<file path="src/common/core_consts.svh">
// Widths are fixed at twelve bits and opcode bit 4 marks the immediate form
`ifndef CORE_CONSTS_SVH
`define CORE_CONSTS_SVH

`define CORE_DATA_W     12
`define CORE_ADDR_W     12
`define CORE_INSTR_W    24
`define CORE_REG_N      16
`define CORE_REG_IDX_W  4
`define CORE_LINK_REG   4'd15
`define CORE_OPC_W      5
`define CORE_COND_W     3
`define CORE_FLAGS_W    4

// Base opcodes with the immediate bit clear
`define OPC_MOV  5'h00
`define OPC_ADD  5'h01
`define OPC_SUB  5'h02
`define OPC_CMP  5'h03
`define OPC_AND  5'h04
`define OPC_OR   5'h05
`define OPC_XOR  5'h06
`define OPC_NOT  5'h07
`define OPC_SL   5'h08
`define OPC_SR   5'h09
`define OPC_BR   5'h0A
`define OPC_BRL  5'h0B
`define OPC_ST   5'h0C
`define OPC_HLT  5'h0D

// Opcode bit that selects the immediate operand
`define OPC_IMM_BIT  4

// Condition bit that turns SR into an arithmetic shift
`define SR_ARITH_BIT 0

`define BCC_AL  3'd0
`define BCC_EQ  3'd1
`define BCC_NE  3'd2
`define BCC_LT  3'd3
`define BCC_GT  3'd4
`define BCC_LE  3'd5
`define BCC_GE  3'd6

`define FLAG_Z  0
`define FLAG_C  1
`define FLAG_N  2
`define FLAG_V  3

`endif

</file>
<file path="src/common/core_pkg.sv">
// Type widths follow core_consts.svh and the structs hold no behavior of their own
`default_nettype none

`include "core_consts.svh"

package core_pkg;

    typedef logic [`CORE_DATA_W-1:0]    data_t;
    typedef logic [`CORE_ADDR_W-1:0]    addr_t;
    typedef logic [`CORE_INSTR_W-1:0]   instr_t;
    typedef logic [`CORE_REG_IDX_W-1:0] reg_idx_t;
    typedef logic [`CORE_FLAGS_W-1:0]   flags_t;
    typedef logic [`CORE_OPC_W-1:0]     opcode_t;
    typedef logic [`CORE_COND_W-1:0]    cond_t;

    // Decode pipeline register
    typedef struct packed {
        logic     valid;
        opcode_t  opcode;
        cond_t    cond;
        reg_idx_t rd;
        logic     imm_en;
        data_t    imm;
        data_t    rs_data;
        data_t    rd_data;
        addr_t    pc;
    } decoded_t;

    // Execute output register
    typedef struct packed {
        logic     wb_valid;
        reg_idx_t wb_reg;
        data_t    wb_data;
        flags_t   flags;
        logic     branch_taken;
        addr_t    branch_target;
        logic     store_valid;
        data_t    store_addr;
        data_t    store_data;
    } exec_result_t;

endpackage

`default_nettype wire

</file>
<file path="src/reg_file.sv">
// Reads are combinational and a read of the register being written returns the old value
`timescale 1ns/100ps
`default_nettype none

`include "core_consts.svh"

module reg_file (
    input  logic               clk,
    input  logic               rst,
    input  core_pkg::reg_idx_t rd_addr_a,
    input  core_pkg::reg_idx_t rd_addr_b,
    output core_pkg::data_t    rd_data_a,
    output core_pkg::data_t    rd_data_b,
    input  logic               wr_en,
    input  core_pkg::reg_idx_t wr_addr,
    input  core_pkg::data_t    wr_data
);

    core_pkg::data_t regs [`CORE_REG_N];

    always_ff @(posedge clk or posedge rst) begin
        if (rst) begin
            for (int i = 0; i < `CORE_REG_N; i++) begin
                regs[i] <= '0;
            end
        end else if (wr_en) begin
            regs[wr_addr] <= wr_data;
        end
    end

    assign rd_data_a = regs[rd_addr_a];
    assign rd_data_b = regs[rd_addr_b];

endmodule

`default_nettype wire

</file>
<file path="src/issue_decode.sv">
// A taken branch reloads the PC ahead of any issue in the same cycle and strobes are dropped while halted
`timescale 1ns/100ps
`default_nettype none

`include "core_consts.svh"

module issue_decode (
    input  logic               clk,
    input  logic               rst,
    input  logic               instr_valid,
    input  core_pkg::instr_t   instr,
    input  logic               halted,
    input  logic               branch_taken,
    input  core_pkg::addr_t    branch_target,
    output core_pkg::reg_idx_t rs_idx,
    output core_pkg::reg_idx_t rd_idx,
    input  core_pkg::data_t    rs_data,
    input  core_pkg::data_t    rd_data,
    output core_pkg::decoded_t dec,
    output core_pkg::addr_t    pc
);

    logic              accept;
    core_pkg::opcode_t opcode;
    core_pkg::cond_t   cond;
    core_pkg::data_t   imm;

    assign accept = instr_valid && !halted;

    // Field split of the instruction word
    assign opcode = instr[23:19];
    assign cond   = instr[18:16];
    assign rd_idx = instr[15:12];
    assign rs_idx = instr[11:8];

    // Twelve-bit immediate already fills the data word
    assign imm = instr[11:0];

    always_ff @(posedge clk or posedge rst) begin
        if (rst) begin
            pc <= '0;
        end else if (branch_taken) begin
            pc <= branch_target;
        end else if (accept) begin
            pc <= pc + 1'b1;
        end
    end

    always_ff @(posedge clk or posedge rst) begin
        if (rst) begin
            dec <= '0;
        end else begin
            dec.valid <= accept;
            if (accept) begin
                dec.opcode  <= opcode;
                dec.cond    <= cond;
                dec.rd      <= rd_idx;
                dec.imm_en  <= opcode[`OPC_IMM_BIT];
                dec.imm     <= imm;
                dec.rs_data <= rs_data;
                dec.rd_data <= rd_data;
                // PC of this instruction, before the increment
                dec.pc      <= pc;
            end
        end
    end

endmodule

`default_nettype wire

</file>
<file path="src/execute/alu.sv">
// Shift amount uses only the low four bits of b and carry means no borrow on subtract
`timescale 1ns/100ps
`default_nettype none

`include "core_consts.svh"

module alu (
    input  core_pkg::opcode_t opcode,
    input  logic              arith_shift,
    input  core_pkg::data_t   a,
    input  core_pkg::data_t   b,
    output core_pkg::data_t   y,
    output logic              carry,
    output logic              overflow
);

    localparam int MSB = `CORE_DATA_W - 1;

    logic [`CORE_DATA_W:0] sum;
    logic [3:0]            shamt;
    core_pkg::opcode_t     base_op;

    assign shamt   = b[3:0];
    assign base_op = {1'b0, opcode[`OPC_IMM_BIT-1:0]};

    always_comb begin
        sum      = '0;
        y        = '0;
        carry    = 1'b0;
        overflow = 1'b0;
        case (base_op)
            `OPC_MOV: y = b;
            `OPC_ADD: begin
                sum      = {1'b0, a} + {1'b0, b};
                y        = sum[MSB:0];
                carry    = sum[`CORE_DATA_W];
                overflow = (a[MSB] == b[MSB]) && (y[MSB] != a[MSB]);
            end
            // Compare is a subtract whose result is only used for flags
            `OPC_SUB, `OPC_CMP: begin
                sum      = {1'b0, a} + {1'b0, ~b} + 1'b1;
                y        = sum[MSB:0];
                carry    = sum[`CORE_DATA_W];
                overflow = (a[MSB] != b[MSB]) && (y[MSB] != a[MSB]);
            end
            `OPC_AND: y = a & b;
            `OPC_OR:  y = a | b;
            `OPC_XOR: y = a ^ b;
            `OPC_NOT: y = ~a;
            `OPC_SL:  y = a << shamt;
            `OPC_SR: begin
                if (arith_shift) begin
                    y = $signed(a) >>> shamt;
                end else begin
                    y = a >> shamt;
                end
            end
            default: y = '0;
        endcase
    end

endmodule

`default_nettype wire

</file>
<file path="src/execute/execute_stage.sv">
// No forwarding so operands come straight from decode and halt stays set until reset
`timescale 1ns/100ps
`default_nettype none

`include "core_consts.svh"

module execute_stage (
    input  logic                   clk,
    input  logic                   rst,
    input  core_pkg::decoded_t     dec,
    output logic                   wr_en,
    output core_pkg::reg_idx_t     wr_addr,
    output core_pkg::data_t        wr_data,
    output core_pkg::exec_result_t result,
    output logic                   halted
);

    core_pkg::opcode_t      base_op;
    core_pkg::data_t        operand_b;
    core_pkg::data_t        alu_y;
    logic                   alu_carry;
    logic                   alu_overflow;
    core_pkg::flags_t       flags_q;
    core_pkg::flags_t       alu_flags;
    logic                   n_xor_v;
    logic                   cond_met;
    core_pkg::exec_result_t next;

    assign base_op   = {1'b0, dec.opcode[`OPC_IMM_BIT-1:0]};
    assign operand_b = dec.imm_en ? dec.imm : dec.rs_data;

    // The flag register lives in the output register
    assign flags_q = result.flags;

    alu alu_i (
        .opcode      (dec.opcode),
        .arith_shift (dec.cond[`SR_ARITH_BIT]),
        .a           (dec.rd_data),
        .b           (operand_b),
        .y           (alu_y),
        .carry       (alu_carry),
        .overflow    (alu_overflow)
    );

    always_comb begin
        alu_flags          = '0;
        alu_flags[`FLAG_Z] = (alu_y == '0);
        alu_flags[`FLAG_C] = alu_carry;
        alu_flags[`FLAG_N] = alu_y[`CORE_DATA_W-1];
        alu_flags[`FLAG_V] = alu_overflow;
    end

    assign n_xor_v = flags_q[`FLAG_N] ^ flags_q[`FLAG_V];

    always_comb begin
        case (dec.cond)
            `BCC_AL: cond_met = 1'b1;
            `BCC_EQ: cond_met = flags_q[`FLAG_Z];
            `BCC_NE: cond_met = !flags_q[`FLAG_Z];
            `BCC_LT: cond_met = n_xor_v;
            `BCC_GT: cond_met = !flags_q[`FLAG_Z] && !n_xor_v;
            `BCC_LE: cond_met = flags_q[`FLAG_Z] || n_xor_v;
            `BCC_GE: cond_met = !n_xor_v;
            default: cond_met = 1'b0;
        endcase
    end

    always_comb begin
        next       = '0;
        next.flags = flags_q;
        if (dec.valid) begin
            case (base_op)
                `OPC_MOV: begin
                    next.wb_valid = 1'b1;
                    next.wb_reg   = dec.rd;
                    next.wb_data  = alu_y;
                end
                `OPC_ADD, `OPC_SUB, `OPC_AND, `OPC_OR,
                `OPC_XOR, `OPC_NOT, `OPC_SL, `OPC_SR: begin
                    next.wb_valid = 1'b1;
                    next.wb_reg   = dec.rd;
                    next.wb_data  = alu_y;
                    next.flags    = alu_flags;
                end
                `OPC_CMP: next.flags = alu_flags;
                `OPC_BR: begin
                    next.branch_taken = cond_met;
                    // Immediate form is PC-relative
                    if (dec.imm_en) begin
                        next.branch_target = dec.pc + dec.imm;
                    end else begin
                        next.branch_target = dec.rd_data;
                    end
                end
                `OPC_BRL: begin
                    next.branch_taken  = cond_met;
                    next.branch_target = dec.rd_data;
                    // Link only when the branch is taken
                    next.wb_valid      = cond_met;
                    next.wb_reg        = `CORE_LINK_REG;
                    next.wb_data       = dec.pc + 1'b1;
                end
                `OPC_ST: begin
                    next.store_valid = 1'b1;
                    next.store_addr  = dec.rd_data;
                    next.store_data  = operand_b;
                end
                default: ;
            endcase
        end
    end

    // Register file write lands on the same edge as the output register
    assign wr_en   = next.wb_valid;
    assign wr_addr = next.wb_reg;
    assign wr_data = next.wb_data;

    always_ff @(posedge clk or posedge rst) begin
        if (rst) begin
            result <= '0;
        end else begin
            result <= next;
        end
    end

    always_ff @(posedge clk or posedge rst) begin
        if (rst) begin
            halted <= 1'b0;
        end else if (dec.valid && (base_op == `OPC_HLT)) begin
            halted <= 1'b1;
        end
    end

endmodule

`default_nettype wire

</file>
<file path="src/exec_core.sv">
// Results appear two edges after issue and a register result needs a two-cycle gap before use
`timescale 1ns/100ps
`default_nettype none

module exec_core (
    input  logic                   clk,
    input  logic                   rst,
    input  logic                   instr_valid,
    input  core_pkg::instr_t       instr,
    output core_pkg::exec_result_t result,
    output core_pkg::addr_t        pc,
    output logic                   halted
);

    core_pkg::decoded_t dec;
    core_pkg::reg_idx_t rs_idx;
    core_pkg::reg_idx_t rd_idx;
    core_pkg::data_t    rs_data;
    core_pkg::data_t    rd_data;
    logic               wr_en;
    core_pkg::reg_idx_t wr_addr;
    core_pkg::data_t    wr_data;

    issue_decode issue_decode_i (
        .clk           (clk),
        .rst           (rst),
        .instr_valid   (instr_valid),
        .instr         (instr),
        .halted        (halted),
        .branch_taken  (result.branch_taken),
        .branch_target (result.branch_target),
        .rs_idx        (rs_idx),
        .rd_idx        (rd_idx),
        .rs_data       (rs_data),
        .rd_data       (rd_data),
        .dec           (dec),
        .pc            (pc)
    );

    reg_file reg_file_i (
        .clk       (clk),
        .rst       (rst),
        .rd_addr_a (rs_idx),
        .rd_addr_b (rd_idx),
        .rd_data_a (rs_data),
        .rd_data_b (rd_data),
        .wr_en     (wr_en),
        .wr_addr   (wr_addr),
        .wr_data   (wr_data)
    );

    execute_stage execute_stage_i (
        .clk     (clk),
        .rst     (rst),
        .dec     (dec),
        .wr_en   (wr_en),
        .wr_addr (wr_addr),
        .wr_data (wr_data),
        .result  (result),
        .halted  (halted)
    );

endmodule

`default_nettype wire

</file>
<file path="config.mk">
export PLATFORM = sky130hd
export DESIGN_NAME = exec_core
export DESIGN_NICKNAME = d
export VERILOG_FILES = /design/src/common/core_pkg.sv /design/src/reg_file.sv /design/src/issue_decode.sv /design/src/execute/alu.sv /design/src/execute/execute_stage.sv /design/src/exec_core.sv
export VERILOG_INCLUDE_DIRS = /design/src /design/src/common
export SDC_FILE = /design/constraint.sdc
export NUM_CORES = 1
export LEC_CHECK = 0
export ABC_CLOCK_PERIOD_IN_PS = 23900
export CAP_MARGIN = 0
export CORE_ASPECT_RATIO = 1.1
export CORE_MARGIN = 3
export CORE_UTILIZATION = 30
export CTS_CLUSTER_SIZE = 20
export DETAILED_ROUTE_END_ITERATION = 10
export DONT_BUFFER_PORTS = 1
export GPL_TIMING_DRIVEN = 0
export SYNTH_ARGS = -nofsm -noshare
export SYNTH_HDL_FRONTEND = slang
export SYNTH_SLANG_ARGS = --single-unit
</file>
<file path="constraint.sdc">
create_clock -name clk -period 23.9 [get_ports clk]
set_clock_uncertainty 0.2 [all_clocks]
set_input_delay 3.585 -clock clk [delete_from_list [all_inputs] [get_ports clk]]
set_output_delay 3.585 -clock clk [all_outputs]
set_load 0.02 [all_outputs]
</file>
==> results.md <==
- The internal power is 1.44 mW.
- The area share of and/or/nand/nor cells after synthesis is 10.5%.
- The required arrival time at the worst endpoint is 24160 ps.
- The multiplexer share of the synthesized area is 27.8%.
- Setup repair after global routing left no endpoint under its margin.
- Summed over all nets, the switching power comes to 1.16 mW.
- The met2 wire length is 35.3 mm.
- TritonCTS created 39 clock buffers.
- Among all flip-flop cells after synthesis, the most frequent one is sky130_fd_sc_hd__dfrtp_1.
- The number of max-slew violations in the final report is 0.
- The floorplan row count is 96.
- The count of filler cells inserted in the layout is 6307.
- In the final routing, the length of wire on met1 measures 27.6 mm.
- Ranked by total cell area, the synthesized netlist is headed by sky130_fd_sc_hd__dfrtp_1 (42%), sky130_fd_sc_hd__mux4_2 (15%), sky130_fd_sc_hd__mux2_2 (9.6%).
- Across the run, the number of max-cap violations was 0.
- The synthesized netlist devotes 4.29% of its cell area to adder and majority cells.
- Post-CTS timing repair inserted 0 buffers for setup.
- The starting density of the core is 30.6%.
- The main combinational cell family by area after synthesis is multiplexers.
- During placement, the flow inserted port buffers numbering 0.
- The power density over the cells is 120 nW/um2.
- The type of destination of the critical path is a flip-flop.
- The maximum frequency from static timing analysis is 149 MHz.
- After the first detailed-routing iteration, the DRC count stood at 1529.
- The share of synthesized area occupied by flip-flops and latches is 42.4%.
- The maximum buffer depth of the clock tree is 3.
- The leading cell type in the layout, fill and taps excluded is sky130_fd_sc_hd__dfrtp_1.
- In the layout the commonest cells are sky130_fd_sc_hd__dfrtp_1 (325), sky130_fd_sc_hd__nand2_1 (218), sky130_fd_sc_hd__mux2_2 (163).
- For the pin with the worst max-slew slack, the measured transition is 1270 ps.
- Of the post-synthesis cell area, the dominant cell type holds 42.4%.
- The synthesized netlist devotes 9.12% of its cell area to compound gates.
- In this run, post-CTS repair resized a total of 0 instances.
- Synthesis produced a netlist with a net count of 1797.
- The arrival time at the worst endpoint is 6980 ps.
- Across all hold checks on the routed design, the worst slack comes to 282 ps.
- The H-tree depth reported by CTS is 2.
- The die height is 271 um.
- The CTS tree is built.
- For this design the top-level I/O count stands at 99.
- The kind of launch point of the worst setup path is an input pin.
- Clock-pin slew was measured on the worst setup and hold paths at 60 ps.
- The number of antenna violations at the first check in global routing is 2.
- The overall via count from detail_route is 14.8k.
- Counting cells, the worst reg-to-reg path comes to 15.
- The number of standard cells after synthesis is 1706.
- The total setup violations reported at the end of the flow is 0.
- Summing all flip-flop and latch instances after layout gives 8130 um2.
- The floorplan die area is 67100 um2.
- The multi-input gate area in the final layout is 10300 um2.
- Across the VDD grid, the largest voltage drop is 0.0699 mV.
- Combinational logic is responsible for 43.7% of the overall power.
- The synthesized design contains 325 register bits.
- At the end of the flow, the number of nets in the layout was 1840.
- The count of cells in the finished layout, fillers not included, comes to 2612.
- The count of TritonRoute iterations in the first routing pass is 7.
- The maximum number of pins on one net before global-route repair is 125.
- The area growth from synthesis to final layout is 12.9%.
- The number of cells after detailed placement is 2541.
- The leakage power summed over all cells is 9.65 nW.
- The min-delay analysis places its worst path in the category flip-flop to flip-flop.
- In this run, synthesis inferred 0 flip-flops with an integrated enable.
- The final routed wire length divided by cell count is 27.1 um.
- The worst hold path depth is 2.
- The wire-length estimate of the detail-placed layout is 51.8 mm.
- The count of hold-fix buffers inserted at cts is 0.
- The final wirelength is 70.9 mm.
- The die boundary width is 247 um.
- Across every metal layer, demand over resource in global routing totals 21.0%.
- Of the total power, registers draw 32.1%.
- For this run, the number of Yosys warnings is 0.
- The via count of the first global-routing pass is 15.0k.
- The critical path is of the input pin to flip-flop type.
- The latest clock arrival within the worst-skew pair is 600 ps.
- The final critical path takes up 28.1% of the cycle.
- The xor and xnor fraction of the mapped netlist area is 1.92%.
- The highest fanout seen on the critical path is 10.
- The first global-routing pass estimated 104 mm of wire.
- sky130_fd_sc_hd__dfrtp_1 takes more of the synthesized area than any other cell.
- Of the total power, the clock network draws 24.2%.
- After synthesis, the share of flip-flops with an asynchronous set or reset is 100%.
- The cell area after technology mapping is 19200 um2.
- The via count normalized by instance count is 5.66.
- The detail route stage leaves a number of antenna-violating nets equal to 0.
- At the end of routability-driven placement, the weighted congestion stood at 0.962.
- The count of different cell masters after synthesis is 78.
- The number of hold violations in the final report was 0.
- After detailed routing, the number of remaining DRC violations is 0.
- The flow ran to the end, and the final reports show no timing, DRC or antenna violations.
- The switching fraction of total power is 44.7%.
- Global routing finished with a remaining overflow of 0.
- In this run the top signal layer used is met5.
- The number of clock sinks is 325.
- In this run the tightest slew margin relative to its limit is 15.3%.
- After synthesis, the mean cell area works out to 11.3 um2.
- The final-layout setup total negative slack is 0 ps.
- The fraction of layout instances using a drive strength above 1 is 22.5%.
- The area of the placeable core is 62800 um2.
- The minimum clock period after layout is 6720 ps.
- CTS placed an instance of sky130_fd_sc_hd__clkbuf_16 at the clock tree root.
- Detailed routing placed a total of 4.89 mm of wire on met3.
==> routing by layer <==
metal  up-vias  track usage (%)
li1       6322                -
met4         2             8.79
met3       150             4.17
met5         -                0
met2       613             35.7
met1      7708             26.0
==> state kept, by name, summed over array words and instances (netlist names) <==
| name | flops |
|---|---|
| execute_stage_i.flags_q | 4 |
| reg_file_i.regs | 192 |
| issue_decode_i.dec | 61 |
| execute_stage_i.halted | 1 |
| execute_stage_i.result | 55 |
| issue_decode_i.pc | 12 |
==> layout make-up <==
class	count	area share, %
diodes	1	0.0115
repair buffers	2	0.254
multi-input cells	1190	47.5
flip-flops and latches	325	37.5
clock inverters	10	0.692
well taps	833	4.81
clock buffers	60	5.60
plain buffers	127	2.46
inverters	64	1.15
==> logic make-up (layout without fill, tap and decap cells) <==
family / count (synthesis) / after routing
AO/OA/AOI/OAI: 267 / 267
XOR/XNOR: 42 / 42
adder cells (fa/ha/maj): 64 / 64
buffers and inverters: 191 / 263
flip-flops: 325 / 325
multiplexers: 356 / 356
other: 0 / 1
AND/OR/NAND/NOR: 461 / 461
==> cells in the mapped netlist, drive strengths merged, types with 4 or more instances <==
| master | instances |
|---|---|
| xnor2 | 21 |
| or3 | 5 |
| o211ai | 7 |
| a211oi | 12 |
| nor3b | 5 |
| o31ai | 24 |
| a2111oi | 4 |
| nor2 | 120 |
| mux4 | 124 |
| dfrtp | 325 |
| o21bai | 8 |
| nand3 | 34 |
| clkbuf | 74 |
| mux2i | 68 |
| a221oi | 4 |
| nand4 | 11 |
| and3 | 4 |
| nor2b | 7 |
| buf | 53 |
| mux2 | 164 |
| nor3 | 29 |
| o2111ai | 4 |
| o22ai | 15 |
| a31oi | 5 |
| nor4 | 5 |
| a21oi | 51 |
| ha | 61 |
| o21ai | 72 |
| inv | 64 |
| a22oi | 14 |
| nand2b | 5 |
| a21o | 11 |
| nand2 | 218 |
| xor2 | 21 |
==> metrics by stage <==
stage                     util [%]  setup WS, ps  cell area (um2)  power (mW)
after CTS                     34.5         17140            21700        2.59
after detailed placement      32.3         16520            20300        1.96
final                         34.5         17180            21700        2.60
after floorplan                  -         11120            19200        1.54
after global placement        32.2          7790            20200        1.94
after global routing          34.5         16980            21700        2.73
==> worst max-delay path, stage by stage <==
cell and delay [ps]:
sky130_fd_sc_hd__clkbuf_1 130, sky130_fd_sc_hd__buf_1 920, sky130_fd_sc_hd__buf_1 950, sky130_fd_sc_hd__mux4_2 620, sky130_fd_sc_hd__mux4_2 560, sky130_fd_sc_hd__nand2_1 110, sky130_fd_sc_hd__o21ai_0 90
==> worst paths after layout <==
kind                                              from                          to  slack (ps)
worst max-delay path                         instr[12]      issue_decode_i.dec[14]       17180
worst min-delay path            issue_decode_i.dec[30]      issue_decode_i.dec[30]         280
worst max register to register  issue_decode_i.dec[48]        reg_file_i.regs[151]       18120
worst min register to register  issue_decode_i.dec[30]      issue_decode_i.dec[30]         280
max in group asynchronous                          rst        issue_decode_i.pc[0]       19540
min in group asynchronous                          rst  execute_stage_i.flags_q[3]        2810
==> power by group through the flow <==
stage          logic (mW)  registers, mW  clock network (mW)
6_report             1.14          0.834               0.628
3_5_place_dp         1.11          0.843                   0
3_3_place_gp         1.10          0.836                   0
5_1_grt              1.22          0.848               0.662
4_1_cts              1.12          0.834               0.635
2_1_floorplan       0.764          0.780                   0
Power figures use the tool's default switching activity.
